<file path="src/memc_config.svh">
`ifndef MEMC_CONFIG_SVH
`define MEMC_CONFIG_SVH

// ####################
// address map
// ####################

// pm and dm addresses are both 14 bits wide.
`define MEMC_ADDR_W 14

// internal overlay pages per space.
`define MEMC_PAGES 8

// overlay register width; values 8 to 15 select no internal page.
`define MEMC_OVL_W 4

// upper nine address bits of the top 32-word dm page.
`define MEMC_MMIO_TAG 9'h1ff

// ####################
// mmio register offsets
// ####################

`define MEMC_OFS_SYSR 5'h1f
`define MEMC_OFS_WSCR 5'h1e
`define MEMC_OFS_CKR  5'h1a
`define MEMC_OFS_DCTL 5'h00
`define MEMC_OFS_DOVL 5'h19

`endif

</file>
<file path="src/memc_pkg.sv">
`include "memc_config.svh"

package memc_pkg;

  // one access command for a single memory space.
  typedef struct packed {
    logic                    read;
    logic                    write;
    logic [`MEMC_ADDR_W-1:0] addr;
  } busCmd;

  // writes that have moved on to the commit stage.
  typedef struct packed {
    logic dmWrite;
    logic pmWrite;
  } writePair;

  // selects for one memory space; writeN is active low.
  typedef struct packed {
    logic [`MEMC_PAGES-1:0] pageCs;
    logic [`MEMC_PAGES-1:0] pageOe;
    logic                   mainCs;
    logic                   mainOe;
    logic                   writeN;
  } bankStrobes;

  typedef struct packed {
    logic selSysr, selWscr, selCkr, selDctl, selDovl;
    logic weSysr, weWscr, weCkr, weDctl, weDovl;
  } mmioSel;

  // field order follows the SYSR bit layout, msb first.
  typedef struct packed {
    logic [1:0] ecmAwait;
    logic       tbEn;
    logic       sp0En;
    logic       sp1En;
    logic       biasRnd;
    logic [2:0] dwWait;
    logic [2:0] drWait;
    logic [3:0] ecmWait;
  } sysrFields;

endpackage

</file>
<file path="src/memcStage.sv">
`timescale 1ns/1ps

module memcStage #(
  parameter type payloadT = logic
) (
  input  logic    DSPCLK,
  input  logic    PPclr,
  input  logic    load,
  input  logic    clear,
  input  payloadT d,
  output payloadT q
);

  // a load wins over a clear in the same cycle.
  always_ff @(posedge DSPCLK or posedge PPclr) begin
    if (PPclr) begin
      q <= '0;
    end
    else if (load) begin
      q <= d;
    end
    else if (clear) begin
      q <= '0;
    end
  end

endmodule

</file>
<file path="src/memMap.sv">
`timescale 1ns/1ps

`include "memc_config.svh"

module memMap (
  input  logic                    pmBdrySel,
  input  logic [`MEMC_ADDR_W-1:0] dmAddr,
  input  logic [`MEMC_ADDR_W-1:0] pmAddr,
  output logic                    pmRegion,
  output logic                    dmRegion,
  output logic                    dmMain,
  output logic                    mmioPage
);

  localparam int topBit = `MEMC_ADDR_W - 1;
  localparam logic [`MEMC_ADDR_W-1:0] dmMainBase = `MEMC_ADDR_W'('h2000);

  // ####################
  // program memory
  // ####################

  // the boundary select moves the overlay window down to 2000 hex.
  assign pmRegion = pmBdrySel ? pmAddr[topBit] : (pmAddr[topBit -: 2] == 2'b11);

  // ####################
  // data memory
  // ####################

  assign dmRegion = (dmAddr < dmMainBase); // overlay window below the main block.

  assign mmioPage = (dmAddr[topBit -: 9] == `MEMC_MMIO_TAG);

  // the register page sits at the very top of the main block.
  assign dmMain = (dmAddr >= dmMainBase) && !mmioPage;

endmodule

</file>
<file path="src/memBankDecode.sv">
`timescale 1ns/1ps

`include "memc_config.svh"

module memBankDecode (
  input  logic                   DSPCLK,
  input  logic                   PPclr,
  input  logic                   region,
  input  logic                   mainHit,
  input  logic [`MEMC_OVL_W-1:0] ovl,
  input  logic                   readE,
  input  logic                   writeC,
  input  logic                   goCx,
  output memc_pkg::bankStrobes   strobes
);

  logic [`MEMC_PAGES-1:0] pageHit;
  logic [`MEMC_PAGES-1:0] pageOeQ;
  logic                   mainOeQ;
  logic                   csEn;
  logic                   anyHit;

  // ####################
  // page decode
  // ####################

  // overlay values past the last page match nothing.
  for (genvar i = 0; i < `MEMC_PAGES; i++) begin : gPage
    assign pageHit[i] = region && (ovl == `MEMC_OVL_W'(i));
  end

  assign anyHit = (|pageHit) || mainHit;
  assign csEn   = readE || writeC;

  // output enables trail the read select by one cycle.
  always_ff @(posedge DSPCLK or posedge PPclr) begin
    if (PPclr) begin
      pageOeQ <= '0;
      mainOeQ <= 1'b0;
    end
    else begin
      pageOeQ <= pageHit & {`MEMC_PAGES{readE}};
      mainOeQ <= mainHit && readE;
    end
  end

  // ####################
  // strobe outputs
  // ####################

  assign strobes = '{
    pageCs: pageHit & {`MEMC_PAGES{csEn}},
    pageOe: pageOeQ,
    mainCs: mainHit && csEn,
    mainOe: mainOeQ,
    writeN: !(writeC && goCx && anyHit) // low only while the write commits.
  };

endmodule

</file>
<file path="src/mmioDecode.sv">
`timescale 1ns/1ps

`include "memc_config.svh"

module mmioDecode (
  input  logic                DSPCLK,
  input  logic                PPclr,
  input  logic                mmioPage,
  input  logic [4:0]          offset,
  input  logic                readE,
  input  logic                writeE,
  input  logic                goCx,
  input  logic [15:0]         dmd,
  output memc_pkg::mmioSel    sel,
  output memc_pkg::sysrFields sysr
);

  import memc_pkg::*;

  logic selEn;
  logic weEn;
  logic hitSysr, hitWscr, hitCkr, hitDctl, hitDovl;

  // ####################
  // register decode
  // ####################

  assign selEn = mmioPage && (readE || writeE);
  assign weEn  = mmioPage && writeE && goCx; // write enables fire with the commit.

  assign hitSysr = (offset == `MEMC_OFS_SYSR);
  assign hitWscr = (offset == `MEMC_OFS_WSCR);
  assign hitCkr  = (offset == `MEMC_OFS_CKR);
  assign hitDctl = (offset == `MEMC_OFS_DCTL);
  assign hitDovl = (offset == `MEMC_OFS_DOVL);

  assign sel.selSysr = selEn && hitSysr;
  assign sel.selWscr = selEn && hitWscr;
  assign sel.selCkr  = selEn && hitCkr;
  assign sel.selDctl = selEn && hitDctl;
  assign sel.selDovl = selEn && hitDovl;

  assign sel.weSysr = weEn && hitSysr;
  assign sel.weWscr = weEn && hitWscr;
  assign sel.weCkr  = weEn && hitCkr;
  assign sel.weDctl = weEn && hitDctl;
  assign sel.weDovl = weEn && hitDovl;

  // ####################
  // system register
  // ####################

  // the data bus carries the new value in the commit cycle.
  always_ff @(posedge DSPCLK or posedge PPclr) begin
    if (PPclr) begin
      sysr <= '0;
    end
    else if (sel.weSysr) begin
      sysr <= sysrFields'(dmd);
    end
  end

endmodule

</file>
<file path="src/memcTop.sv">
`timescale 1ns/1ps

`include "memc_config.svh"

module memcTop (
  input  logic                    DSPCLK,
  input  logic                    PPclr,
  input  logic                    dmReadR,
  input  logic                    dmWriteR,
  input  logic                    pmReadR,
  input  logic                    pmWriteR,
  input  logic                    dummyR,
  input  logic [`MEMC_ADDR_W-1:0] dmAddrR,
  input  logic [`MEMC_ADDR_W-1:0] pmAddrR,
  input  logic                    goEx,
  input  logic                    goCx,
  input  logic                    idle,
  input  logic                    pmBdrySel,
  input  logic [`MEMC_OVL_W-1:0]  dmOvl,
  input  logic [`MEMC_OVL_W-1:0]  pmOvl,
  input  logic [15:0]             dmd,
  output memc_pkg::bankStrobes    dmStrobes,
  output memc_pkg::bankStrobes    pmStrobes,
  output memc_pkg::mmioSel        regSel,
  output memc_pkg::sysrFields     sysr
);

  import memc_pkg::*;

  busCmd    dmCmdR, pmCmdR;
  busCmd    dmCmdE, pmCmdE;
  writePair wrE, wrC;
  logic     pmRegion, dmRegion, dmMain, mmioPage;

  // ####################
  // pipeline stages
  // ####################

  // dummy cycles never reach the execute stage as real accesses.
  assign dmCmdR = '{read: dmReadR && !dummyR, write: dmWriteR && !dummyR, addr: dmAddrR};
  assign pmCmdR = '{read: pmReadR && !dummyR, write: pmWriteR && !dummyR, addr: pmAddrR};
  assign wrE    = '{dmWrite: dmCmdE.write, pmWrite: pmCmdE.write};

  memcStage #(.payloadT(busCmd)) uDmStage (
    .DSPCLK(DSPCLK), .PPclr(PPclr), .load(goEx), .clear(1'b0), .d(dmCmdR), .q(dmCmdE)
  );

  memcStage #(.payloadT(busCmd)) uPmStage (
    .DSPCLK(DSPCLK), .PPclr(PPclr), .load(goEx), .clear(1'b0), .d(pmCmdR), .q(pmCmdE)
  );

  // an idle core drops any write still waiting to commit.
  memcStage #(.payloadT(writePair)) uWrStage (
    .DSPCLK(DSPCLK), .PPclr(PPclr), .load(goCx), .clear(idle), .d(wrE), .q(wrC)
  );

  // ####################
  // decoders
  // ####################

  memMap uMap (
    .pmBdrySel(pmBdrySel), .dmAddr(dmCmdE.addr), .pmAddr(pmCmdE.addr),
    .pmRegion(pmRegion), .dmRegion(dmRegion), .dmMain(dmMain), .mmioPage(mmioPage)
  );

  memBankDecode uDmBank (
    .DSPCLK(DSPCLK), .PPclr(PPclr), .region(dmRegion), .mainHit(dmMain), .ovl(dmOvl),
    .readE(dmCmdE.read), .writeC(wrC.dmWrite), .goCx(goCx), .strobes(dmStrobes)
  );

  // program memory has no main block.
  memBankDecode uPmBank (
    .DSPCLK(DSPCLK), .PPclr(PPclr), .region(pmRegion), .mainHit(1'b0), .ovl(pmOvl),
    .readE(pmCmdE.read), .writeC(wrC.pmWrite), .goCx(goCx), .strobes(pmStrobes)
  );

  mmioDecode uMmio (
    .DSPCLK(DSPCLK), .PPclr(PPclr), .mmioPage(mmioPage), .offset(dmCmdE.addr[4:0]),
    .readE(dmCmdE.read), .writeE(dmCmdE.write), .goCx(goCx), .dmd(dmd),
    .sel(regSel), .sysr(sysr)
  );

endmodule

</file>
<file path="config.mk">
export PLATFORM = sky130hd
export DESIGN_NAME = memcTop
export DESIGN_NICKNAME = d
export VERILOG_FILES = /design/src/memc_pkg.sv /design/src/memcStage.sv /design/src/memMap.sv /design/src/memBankDecode.sv /design/src/mmioDecode.sv /design/src/memcTop.sv
export VERILOG_INCLUDE_DIRS = /design/src
export SDC_FILE = /design/constraint.sdc
export NUM_CORES = 1
export LEC_CHECK = 0
export ABC_AREA = 0
export BUFFER_PORTS_ARGS = -buffer_cell sky130_fd_sc_hd__buf_2
export CORE_UTILIZATION = 40
export CTS_CLUSTER_SIZE = 28
export DETAILED_ROUTE_END_ITERATION = 12
export PLACE_DENSITY = 0.76
export SLEW_MARGIN = 20
export SYNTH_ARGS = -nofsm -noshare
export SYNTH_HDL_FRONTEND = slang
export SYNTH_SLANG_ARGS = --single-unit
</file>
<file path="constraint.sdc">
create_clock -name DSPCLK -period 2 [get_ports DSPCLK]
set_input_delay 0.1 -clock DSPCLK [delete_from_list [all_inputs] [get_ports DSPCLK]]
set_output_delay 0.1 -clock DSPCLK [all_outputs]
set_load 0.05 [all_outputs]
</file>
==> metrics.txt, run 1 <==
die height=78.4 um; Placed Area=between 2000 and 3000 um^2; Iter 0 DRT Violations=69; top cell type's share of synthesized area=0.589; die area=between 6000 and 7000 um^2; syn avg cell area=around 12 um^2; HP Class=in2reg; via density per instance=roughly 4.7; Fin. Hold Viols=0; final instance area=3190 um^2; Setup-failing EPs final=0; max_cap viols=0; Num CTS Buffers=5; global placement routability congestion=approximately 0.75; CP Capture Type=output pin; worst-skew pair later-pin latency=around 0.3 ns; fin nets=slightly below 400; Worst EP arrival=1.86 ns; WL final=approximately 5 mm; CTS clk-pin slew, worst paths=0.09 ns; routed vias=around 1900; DRT antenna net count=0; crit path buf inv count=2; Layout Skew=approximately 0.011 ns; DR WL/cell=about 12 um; Die Span X=between 70 and 80 um; largest area contributor in the netlist=dfrtp_1; synthesized flop and latch total=between 50 and 60; vias in the first global route=between 1500 and 2000; Seq/Total Area, Yosys=0.589; PwrDens=roughly 660 nW/um^2; first-pass GRT wire length=7.87 mm; pin count of the biggest net entering global routing=32; core area=~5600 um^2; Area Overhead vs Synth=36.5%; post-synth cell types=30; clock buffer depth=2; number of core rows=27; Place WS=between 0.1 and 0.15 ns; fin crit share=0.980; WHS=about 0.0044 ns; kind of critical path=reg2out; Max-slew headroom=0.639; Final Power=around 2100 uW; Critical Path Source Type=flip-flop; Global Route Usage Sum=0.164; final-layout fill cell count=about 500; max-slew violations=0; Final Core Density=0.572; Setup WS post-layout=about 0.040 ns; cell count after synthesis=about 200; crit-path cells=nand2_1, or4_4, buf_4, nor2_1, buf_2; Pre-Repair DR Iteration Count=4; global route total overflow=0; hpwl dp=3.62 mm; IO Pins=~130; layout cells sized above 1=0.508; PortBufs=112; maximum vdd drop=0.000359 V; clock sink count=55; clk root buf=clkbuf_8; synth warn=0; CTS tree=built; Final Critical Period=1.96 ns; Starting Density=0.419; DRC=0; CP Data Required Time=about 1.9 ns; Antenna Cells=0; status=complete, no violations; Pleak=between 0.0015 and 0.002 uW; crit-path max FO=4; Netlist Area Pre-Place=about 2300 um^2; H-tree Lvls=2; largest stage delay on the critical path=0.55 ns; RSZ-0062 raised after global routing=yes; CP max stage cell=or4_4; FMAX=around 510 MHz; Least-Margin Pin Slew=between 0.5 and 0.6 ns; initial antenna violation count=0; synth top area cells=dfrtp_1, mux2_2, nor2_1, mux2_4, nand2_1; CP top delay family=simple AND/OR/NAND/NOR gates
cell families (layout without fill, tap and decap cells):
group	Yosys count	in the layout	synth area share
AO/OA/AOI/OAI	11	11	0.0300
buffers and inverters	14	139	0.0375
flip-flops	55	55	0.589
multiplexers	32	32	0.169
other	1	2	0.00161
AND/OR/NAND/NOR	88	88	0.173
metrics by stage:
stage,setup TNS (ns),std cells
floorplan,-0.0112,202
global placement,0,383
detailed placement,0,383
CTS,0,398
global route,-0.0594,399
finish,0,399
flip-flops by register name, summed over array words and instances, names as in the netlist:
| register | cells |
|---|---|
| uDmBank.pageOeQ | 8 |
| uMmio.sysr | 16 |
| uPmBank.pageOeQ | 8 |
| uDmBank.mainOeQ | 1 |
| uPmStage.q | 4 |
| uDmStage.q | 16 |
| uWrStage.q | 2 |
worst reg2reg max path: stages (launching register included):
cell	delay, ns
dfrtp_1	0.38
nand2_1	0.08
or4_4	0.55
or2_4	0.27
buf_4	0.20
mux2_4	0.31
report_power, final:
part           switching, uW  leakage [uW]  internal (uW)  total (uW)
clock network            329     0.0000515            316         645
registers               35.4      0.000726           1160        1190
logic                    145      0.000957            109         255
total                    509       0.00173           1580        2090
worst paths after layout:
path	start	to	slack, ns	cells past startpoint
setup / recovery	uDmStage.q[14]	regSel[2]	0.04	5
hold / removal	pmWriteR	uPmStage.q[14]	0.004	3
setup reg to reg	uDmStage.q[14]	uMmio.sysr[0]	0.10	5
hold reg to reg	uPmStage.q[14]	uWrStage.q[0]	0.49	2
max in group asynchronous	PPclr	uDmBank.mainOeQ	1.06	4
min in group asynchronous	PPclr	uDmBank.pageOeQ[6]	0.39	3
synth_stat cells:
| library cell | count |
|---|---|
| inv_1 | 7 |
| o211ai_1 | 1 |
| nand4_1 | 1 |
| buf_6 | 1 |
| o22ai_1 | 1 |
| o211a_1 | 1 |
| buf_1 | 2 |
| nor3b_1 | 1 |
| or3b_2 | 1 |
| nand2_1 | 16 |
| nand3_1 | 5 |
| conb_1 | 1 |
| or3_1 | 1 |
| nor2_1 | 43 |
| o2111ai_1 | 1 |
| nor2b_1 | 2 |
| o21ai_0 | 6 |
| or4_1 | 1 |
| nand2b_1 | 4 |
| or2_1 | 1 |
| o21bai_1 | 1 |
| nand3b_1 | 3 |
| mux2_2 | 23 |
| buf_12 | 1 |
| or4_4 | 1 |
| and3_1 | 2 |
| mux2_4 | 9 |
| buf_4 | 3 |
| nor3_1 | 6 |
| dfrtp_1 | 55 |
layout make-up:
class,count,area [um^2],share of cell area
clock buffers,8,100,0.0314
inverters,7,26.3,0.00824
multi-input cells,133,888,0.279
flip-flops and latches,55,1380,0.432
well taps,72,90.1,0.0283
repair buffers,124,707,0.222
per-layer routing:
metal	GRT usage	vias to the layer above	share of wire
li1	-	915	-
met1	0.199	875	0.44
met2	0.285	67	0.49
met3	0.0477	4	0.065
met4	0.0389	0	0.0097
met5	0	-	0
placed cells by master, fill, tap and decap left out, types with 2 or more instances in the layout:
| cell | count |
|---|---|
| buf_2 | 103 |
| dfrtp_1 | 55 |
| nor2_1 | 42 |
| mux2_2 | 23 |
| nand2_1 | 16 |
| buf_4 | 11 |
| mux2_4 | 9 |
| clkbuf_8 | 7 |
| inv_1 | 6 |
| nor3_1 | 6 |
| o21ai_0 | 5 |
| nand3_1 | 5 |
| nand2b_1 | 4 |
| dlygate4sd3_1 | 4 |
| nand3b_1 | 3 |
| buf_6 | 3 |
| nor2b_1 | 2 |
| and3_1 | 2 |
| or4_4 | 2 |
| conb_1 | 2 |
| clkbuf_4 | 2 |
repair_timing:
action / 4_1_cts / 5_1_grt
hold endpoints to repair: 26 / 1
gates resized for setup: 9 / 9
pin swaps: 3 / 2
hold buffers: 3 / 1
buffers inserted: 5 / 0
endpoints found under the setup margin: 1 / 19
(Power assumes the default switching activity.)
==> inputs of run 2 (changes only) <==
--- a/config.mk
+++ b/config.mk
@@ -6,12 +6,12 @@
 export SDC_FILE = /design/constraint.sdc
 export NUM_CORES = 1
 export LEC_CHECK = 0
-export ABC_AREA = 0
+export ABC_AREA = 1
 export BUFFER_PORTS_ARGS = -buffer_cell sky130_fd_sc_hd__buf_2
 export CORE_UTILIZATION = 40
 export CTS_CLUSTER_SIZE = 28
 export DETAILED_ROUTE_END_ITERATION = 12
-export PLACE_DENSITY = 0.76
+export PLACE_DENSITY = 0.75
 export SLEW_MARGIN = 20
 export SYNTH_ARGS = -nofsm -noshare
 export SYNTH_HDL_FRONTEND = slang
==> metrics.txt, run 2 <==
Least-Margin Pin Slew=0.715 ns (was 0.540 ns); DR WL/cell=11.5 um (was 12.4 um); Final Critical Period=1.90 ns (was 1.96 ns); global route total overflow=0 (unchanged); DRT antenna net count=0 (unchanged); syn avg cell area=8.83 um^2 (was 11.6 um^2); IO Pins=127 (unchanged); die area=6340 um^2 (was 6150 um^2); CP Data Required Time=1.90 ns (about the same); biggest regs=uDmStage.q: 16 flops, uMmio.sysr: 16 flops (unchanged); Post-synth EDFFs=0 (unchanged); Pre-Repair DR Iteration Count=4 (unchanged); # Post-CTS Setup Buffers=0 (was 5); core area=5640 um^2 (was 5570 um^2); CTS clk-pin slew, worst paths=0.09 ns (about the same); commonest non-fill, non-tap cell in the layout=buf_2 (unchanged); synthesized flop and latch total=55 (unchanged); final-layout fill cell count=541 (was 510); kind of critical path=reg2out (unchanged); synth top area cells=dfrtp_1, nand2_1, nor2_1, mux2_2, nand3_1 (was dfrtp_1, mux2_2, nor2_1, mux2_4, nand2_1); Reg area=1380 um^2 (unchanged); final instance area=3170 um^2 (was 3190 um^2); maximum vdd drop=0.000394 V (was 0.000359 V); area of the multi-input gates=888 um^2 (unchanged); CP Capture Type=output pin (unchanged); Pleak=0.00180 uW (was 0.00173 uW); fin nets=454 (was 389); FF-to-FF Start=uDmStage.q[8] (was uDmStage.q[14]); CP dominant cell by count=nor2_1; routed wl met3=298 um (was 319 um); crit-path max FO=4 (unchanged); Place WS=0.376 ns (was 0.112 ns); WL met1=2.45 mm (was 2.15 mm); Netlist Area Pre-Place=2410 um^2 (was 2330 um^2); Worst EP arrival=1.80 ns (was 1.86 ns); die height=79.6 um (was 78.4 um); Iter 0 DRT Violations=71 (was 69); top cell type's share of synthesized area=0.571 (was 0.589); asr flop ratio synth=1.00 (unchanged); CP max stage cell=dfrtp_1 (was or4_4); reg2reg setup slack=0.65 ns (was 0.10 ns); crit path buf inv count=1 (was 2); Critical Path Source Type=flip-flop (unchanged); Max-slew headroom=0.523 (was 0.639); hold path cells=3 (unchanged); largest area contributor in the netlist=dfrtp_1 (unchanged); commonest non-fill, non-tap cells in the layout=buf_2, nand2_1, nor2_1 (was buf_2, dfrtp_1, nor2_1); global placement routability congestion=0.767 (was 0.747); crit-path cells=or2_2, nor2_1, nand2_1, nor2_1, buf_2 (was nand2_1, or4_4, buf_4, nor2_1, buf_2); status=complete, no violations (unchanged); highest metal used=met4 (unchanged); DRC=0 (unchanged); hpwl dp=4.11 mm (was 3.62 mm); CP top delay family=simple AND/OR/NAND/NOR gates (unchanged); cell count after synthesis=273 (was 201); Setup-failing EPs final=0 (unchanged); clock buffer depth=2 (unchanged); Fin. Hold Viols=0 (unchanged); Num CTS Buffers=5 (unchanged); synth cell count leaders=nand2_1, nor2_1, dfrtp_1 (was dfrtp_1, nor2_1, mux2_2); Setup WS post-layout=0.103 ns (was 0.0404 ns); Global Route Usage Sum=0.176 (was 0.164); HP Class=in2reg (unchanged); largest stage delay on the critical path=0.42 ns (was 0.55 ns); worst reg2reg endpoint=uMmio.sysr[2] (was uMmio.sysr[0]); Register-to-Register Path Depth=7 (was 5); via density per instance=4.57 (was 4.66); vias in the first global route=2046 (was 1772); Final Core Density=0.561 (was 0.572); initial antenna violation count=0 (unchanged); Placed Area=3030 um^2 (was 2980 um^2); first-pass GRT wire length=8.77 mm (was 7.87 mm); pin count of the biggest net entering global routing=37 (was 32); max-slew violations=0 (unchanged); Final Instance Count excl. Fillers=464 (was 399); PortBufs=112 (unchanged); most common cell in the netlist=nand2_1 (was dfrtp_1); wire length on met2=2.57 mm (was 2.41 mm); fin crit share=0.949 (was 0.980); Die Span X=79.6 um (was 78.4 um); clk root buf=clkbuf_8 (unchanged); Final Power=2030 uW (was 2090 uW); Area Overhead vs Synth=31.4% (was 36.5%); Post-Place Cells=453 (was 383); Antenna Cells=0 (unchanged); H-tree Lvls=2 (unchanged); max_cap viols=0 (unchanged); CTS tree=built (unchanged); top_reg_cell synth=dfrtp_1 (unchanged); Layout Skew=0.0122 ns (was 0.0112 ns); Starting Density=0.427 (was 0.419); post-synth cell types=23 (was 30); Seq/Total Area, Yosys=0.571 (was 0.589); routed vias=2121 (was 1861); hold path start=dmAddrR[1] (was pmWriteR); clock sink count=55 (unchanged); layout cells sized above 1=0.372 (was 0.508); synth warn=0 (unchanged); worst-skew pair later-pin latency=0.30 ns (about the same); WL final=5.35 mm (was 4.94 mm); Hold Path Sink=uDmStage.q[1] (was uPmStage.q[14]); number of core rows=27 (unchanged); FMAX=527 MHz (was 510 MHz); PwrDens=640 nW/um^2 (was 656 nW/um^2)
[run 2: timing repair]
item / in CTS / in global routing
endpoints found under the hold margin: 36 / 0
resized for setup: 0 / 7
setup endpoints to repair: 0 / 10
hold buffers: 3 / 0
[run 2: how the worst max path moves through the flow]
| stage | from | end | depth (start not counted) |
|---|---|---|---|
| 6_report | uDmStage.q[13] | dmStrobes[18] | 5 |
| 2_1_floorplan | uDmStage.q[4] | regSel[9] | 5 |
| 5_1_grt | uPmStage.q[12] | pmStrobes[13] | 5 |
| 3_3_place_gp | uDmStage.q[8] | regSel[9] | 7 |
| 4_1_cts | uDmStage.q[10] | regSel[9] | 7 |
| 3_5_place_dp | uDmStage.q[10] | regSel[9] | 7 |
[run 2: cells by family after synthesis]
logic type | after synthesis | share of synthesized area
AND/OR/NAND/NOR | 157 | 0.276
multiplexers | 12 | 0.0561
AO/OA/AOI/OAI | 13 | 0.0286
buffers and inverters | 35 | 0.0665
flip-flops | 55 | 0.571
other | 1 | 0.00156
[run 2: cell type report]
type                       count  area share
sequential                    55       0.435
multi-input combinational    184       0.281
timing repair buffer         119       0.198
inverter                      26      0.0308
tap                           72      0.0285
clock buffer                   6      0.0229
clock inverter                 2     0.00395
[run 2: stage by stage]
stage	hold WS, ns	TNS [ns]
detailed placement	0.268	0
finish	0.0127	0
floorplan	0.221	0
CTS	0.00146	0
global placement	0.268	0
global route	0.0220	-0.0236
[run 2: worst reg2reg max path: cells and delay by family, from the launching register on]
kind             cells  cell delay [ns]
AND/OR/NAND/NOR      7             0.88
flip-flops           1             0.36
[run 2: report_power, final]
group | total [uW] | internal, uW | switching, uW | leakage, uW
sequential | 1180 | 1150 | 29.0 | 0.000728
clock | 573 | 245 | 328 | 0.0000412
combinational | 268 | 95.8 | 173 | 0.00103
total | 2030 | 1500 | 529 | 0.00180
[run 2: layer usage]
metal,global-route usage,up-vias
met1,0.226,961
met3,0.0286,4
met5,0,-
met4,0.0491,0
li1,-,1083
met2,0.306,73
==> inputs of run 3 (changes only) <==
--- a/config.mk
+++ b/config.mk
@@ -11,6 +11,7 @@
 export CORE_UTILIZATION = 40
 export CTS_CLUSTER_SIZE = 28
 export DETAILED_ROUTE_END_ITERATION = 12
+export MAX_ROUTING_LAYER = met4
 export PLACE_DENSITY = 0.75
 export SLEW_MARGIN = 20
 export SYNTH_ARGS = -nofsm -noshare
==> constraint.sdc (replaced) <==
create_clock -name DSPCLK -period 1.6 [get_ports DSPCLK]
set_input_delay 0.08 -clock DSPCLK [delete_from_list [all_inputs] [get_ports DSPCLK]]
set_output_delay 0.08 -clock DSPCLK [all_outputs]
set_load 0.05 [all_outputs]
==> metrics.txt, run 3 (synthesized netlist as in run 2, its figures left out) <==
status=finished, violations left (was complete, no violations); failing checks=negative setup slack; Num CTS Buffers=5 (unchanged); worst-skew pair later-pin latency=0.30 ns (about the same); Max-slew headroom=0.659 (was 0.523); Pleak=0.00192 uW (was 0.00180 uW); commonest non-fill, non-tap cell in the layout=buf_2 (unchanged); Placed Area=3100 um^2 (was 3030 um^2); CTS clk-pin slew, worst paths=0.09 ns (about the same); DRC=0 (unchanged); maximum vdd drop=0.000475 V (was 0.000394 V); Starting Density=0.427 (unchanged); clock sink count=55 (unchanged); fin crit share=1.02; Worst EP arrival=1.55 ns (was 1.80 ns); Least-Margin Pin Slew=0.512 ns (was 0.715 ns); HP Class=in2reg (unchanged); reg2reg setup slack=0.22 ns (was 0.65 ns); Global Route Usage Sum=0.201 (was 0.176); final-layout fill cell count=475 (was 541); max-slew violations=0 (unchanged); worst reg2reg endpoint=uMmio.sysr[14] (was uMmio.sysr[2]); RSZ-0062 raised after global routing=yes; routed wl met3=350 um (was 298 um); max_cap viols=0 (unchanged); Critical Path Source Type=flip-flop (unchanged); clk root buf=clkbuf_8 (unchanged); hold path start=dmd[12] (was dmAddrR[1]); DRT antenna net count=0 (unchanged); global placement routability congestion=0.837 (was 0.767); Final Critical Period=around 1.6 ns; Antenna Cells=0 (unchanged); clock buffer depth=2 (unchanged); vias in the first global route=2152 (was 2046); routed vias=2258 (was 2121); setup tns final=-0.0455 ns (was 0 ns); kind of critical path=reg2out (unchanged); crit-path max FO=4 (unchanged); Iter 0 DRT Violations=43 (was 71); FMAX=just over 600 MHz; core area=5640 um^2 (unchanged); biggest regs=uDmStage.q: 16 flops, uMmio.sysr: 16 flops (unchanged); Fin. Hold Viols=0 (unchanged); largest stage delay on the critical path=0.42 ns (about the same); Setup WS post-layout=-0.0277 ns (was 0.103 ns); number of core rows=27 (unchanged); via density per instance=4.67 (was 4.57); first-pass GRT wire length=9.56 mm (was 8.77 mm); Area Overhead vs Synth=52.9% (was 31.4%); fin nets=473 (was 454); WL final=6.08 mm (was 5.35 mm); Place WS=0.0854 ns (was 0.376 ns); CP top delay family=simple AND/OR/NAND/NOR gates (unchanged); layout cells sized above 1=0.482 (was 0.372); WL met1=2.47 mm (was 2.45 mm); Hold Path Sink=uMmio.sysr[12] (was uDmStage.q[1]); Die Span X=79.6 um (unchanged); crit-path cells=or2_4, nor2_4, nand2_2, nor2_2, buf_6 (was or2_2, nor2_1, nand2_1, nor2_1, buf_2); die height=79.6 um (unchanged); Pre-Repair DR Iteration Count=4 (unchanged); CP max stage cell=dfrtp_1 (unchanged); IO Pins=127 (unchanged); Final Instance Count excl. Fillers=483 (was 464); Register-to-Register Path Depth=9 (was 7); PwrDens=716 nW/um^2 (was 640 nW/um^2); CP Capture Type=output pin (unchanged); highest metal used=met4 (unchanged); H-tree Lvls=2 (unchanged); initial antenna violation count=0 (unchanged); commonest non-fill, non-tap cells in the layout=buf_2, dfrtp_1, nand2_1 (was buf_2, nand2_1, nor2_1); CTS tree=built (unchanged); CP Data Required Time=1.52 ns (was 1.90 ns); wire length on met2=3.17 mm (was 2.57 mm); Setup-failing EPs final=3 (was 0); hpwl dp=4.20 mm (was 4.11 mm); crit path buf inv count=1 (unchanged); FF-to-FF Start=uDmStage.q[9] (was uDmStage.q[8]); Layout Skew=0.00760 ns (was 0.0122 ns); pin count of the biggest net entering global routing=40 (was 37); hold path cells=3 (unchanged); final instance area=3680 um^2 (was 3170 um^2); PortBufs=112 (unchanged); DR WL/cell=12.6 um (was 11.5 um); Post-Place Cells=455 (was 453); global route total overflow=0 (unchanged); die area=6340 um^2 (unchanged)
run 3: cell count changes in the layout (fill, tap and decap cells not counted), moves of 2 or more:
cell and change:
buf_8 +2, clkbuf_4 -3, buf_4 +6, dlygate4sd3_1 +11, nor2_4 +6, buf_2 -24
nor2_2 +24, nand2_2 +10, nor2_1 -30, inv_2 +2, nand2_1 -10, inv_1 -2
buf_6 +26
run 3: timing repair:
item / CTS / global route
setup buffers: 2 / 4
gates cloned: 0 / 0
gates resized for setup: 52 / 50
hold buffers: 14 / 0
pin swaps: 2 / 16
hold endpoints to repair: 29 / 0
setup endpoints to repair: 27 / 28
run 3: per-layer routing:
layer / track usage / vias up
met5: - / -
met4: 0.0491 / 0
met3: 0.0411 / 8
met2: 0.351 / 77
met1: 0.237 / 1055
li1: - / 1118
run 3: per-stage QoR:
step	hold WS, ns	util	power [uW]
floorplan	0.201	-	1730
global placement	0.0746	0.550	1840
detailed placement	0.0819	0.550	1850
CTS	0.00388	0.618	2640
global route	0.00296	0.653	2780
finish	0.0118	0.653	2640
run 3: tightest hold or removal path, cell delays in order:
cell and delay, ns:
buf_2 0.07, nand3_1 0.06, nand2_1 0.07
run 3: how the worst max path moves through the flow:
stage	startpoint	to	slack, ns	depth (start not counted)
floorplan	uDmStage.q[8]	regSel[5]	-0.12	6
global placement	uDmStage.q[13]	dmStrobes[14]	0.09	5
detailed placement	uDmStage.q[8]	regSel[9]	0.09	7
CTS	uDmStage.q[8]	regSel[4]	-0.008	8
global route	uDmStage.q[13]	dmStrobes[13]	-0.12	5
finish	uDmStage.q[13]	dmStrobes[13]	-0.03	5
run 3: cell type report:
| class | instances | area [um^2] | area share |
|---|---|---|---|
| clock buffer | 7 | 76.3 | 0.0207 |
| sequential | 55 | 1380 | 0.374 |
| multi-input combinational | 184 | 1050 | 0.286 |
| inverter | 26 | 97.6 | 0.0265 |
| timing repair buffer | 138 | 983 | 0.267 |
| clock inverter | 1 | 5.00 | 0.00136 |
| tap | 72 | 90.1 | 0.0245 |
run 3: where the power goes:
part,total (uW),internal [uW],switching [uW]
combinational,428,170,258
sequential,1480,1440,41.1
clock,726,308,418
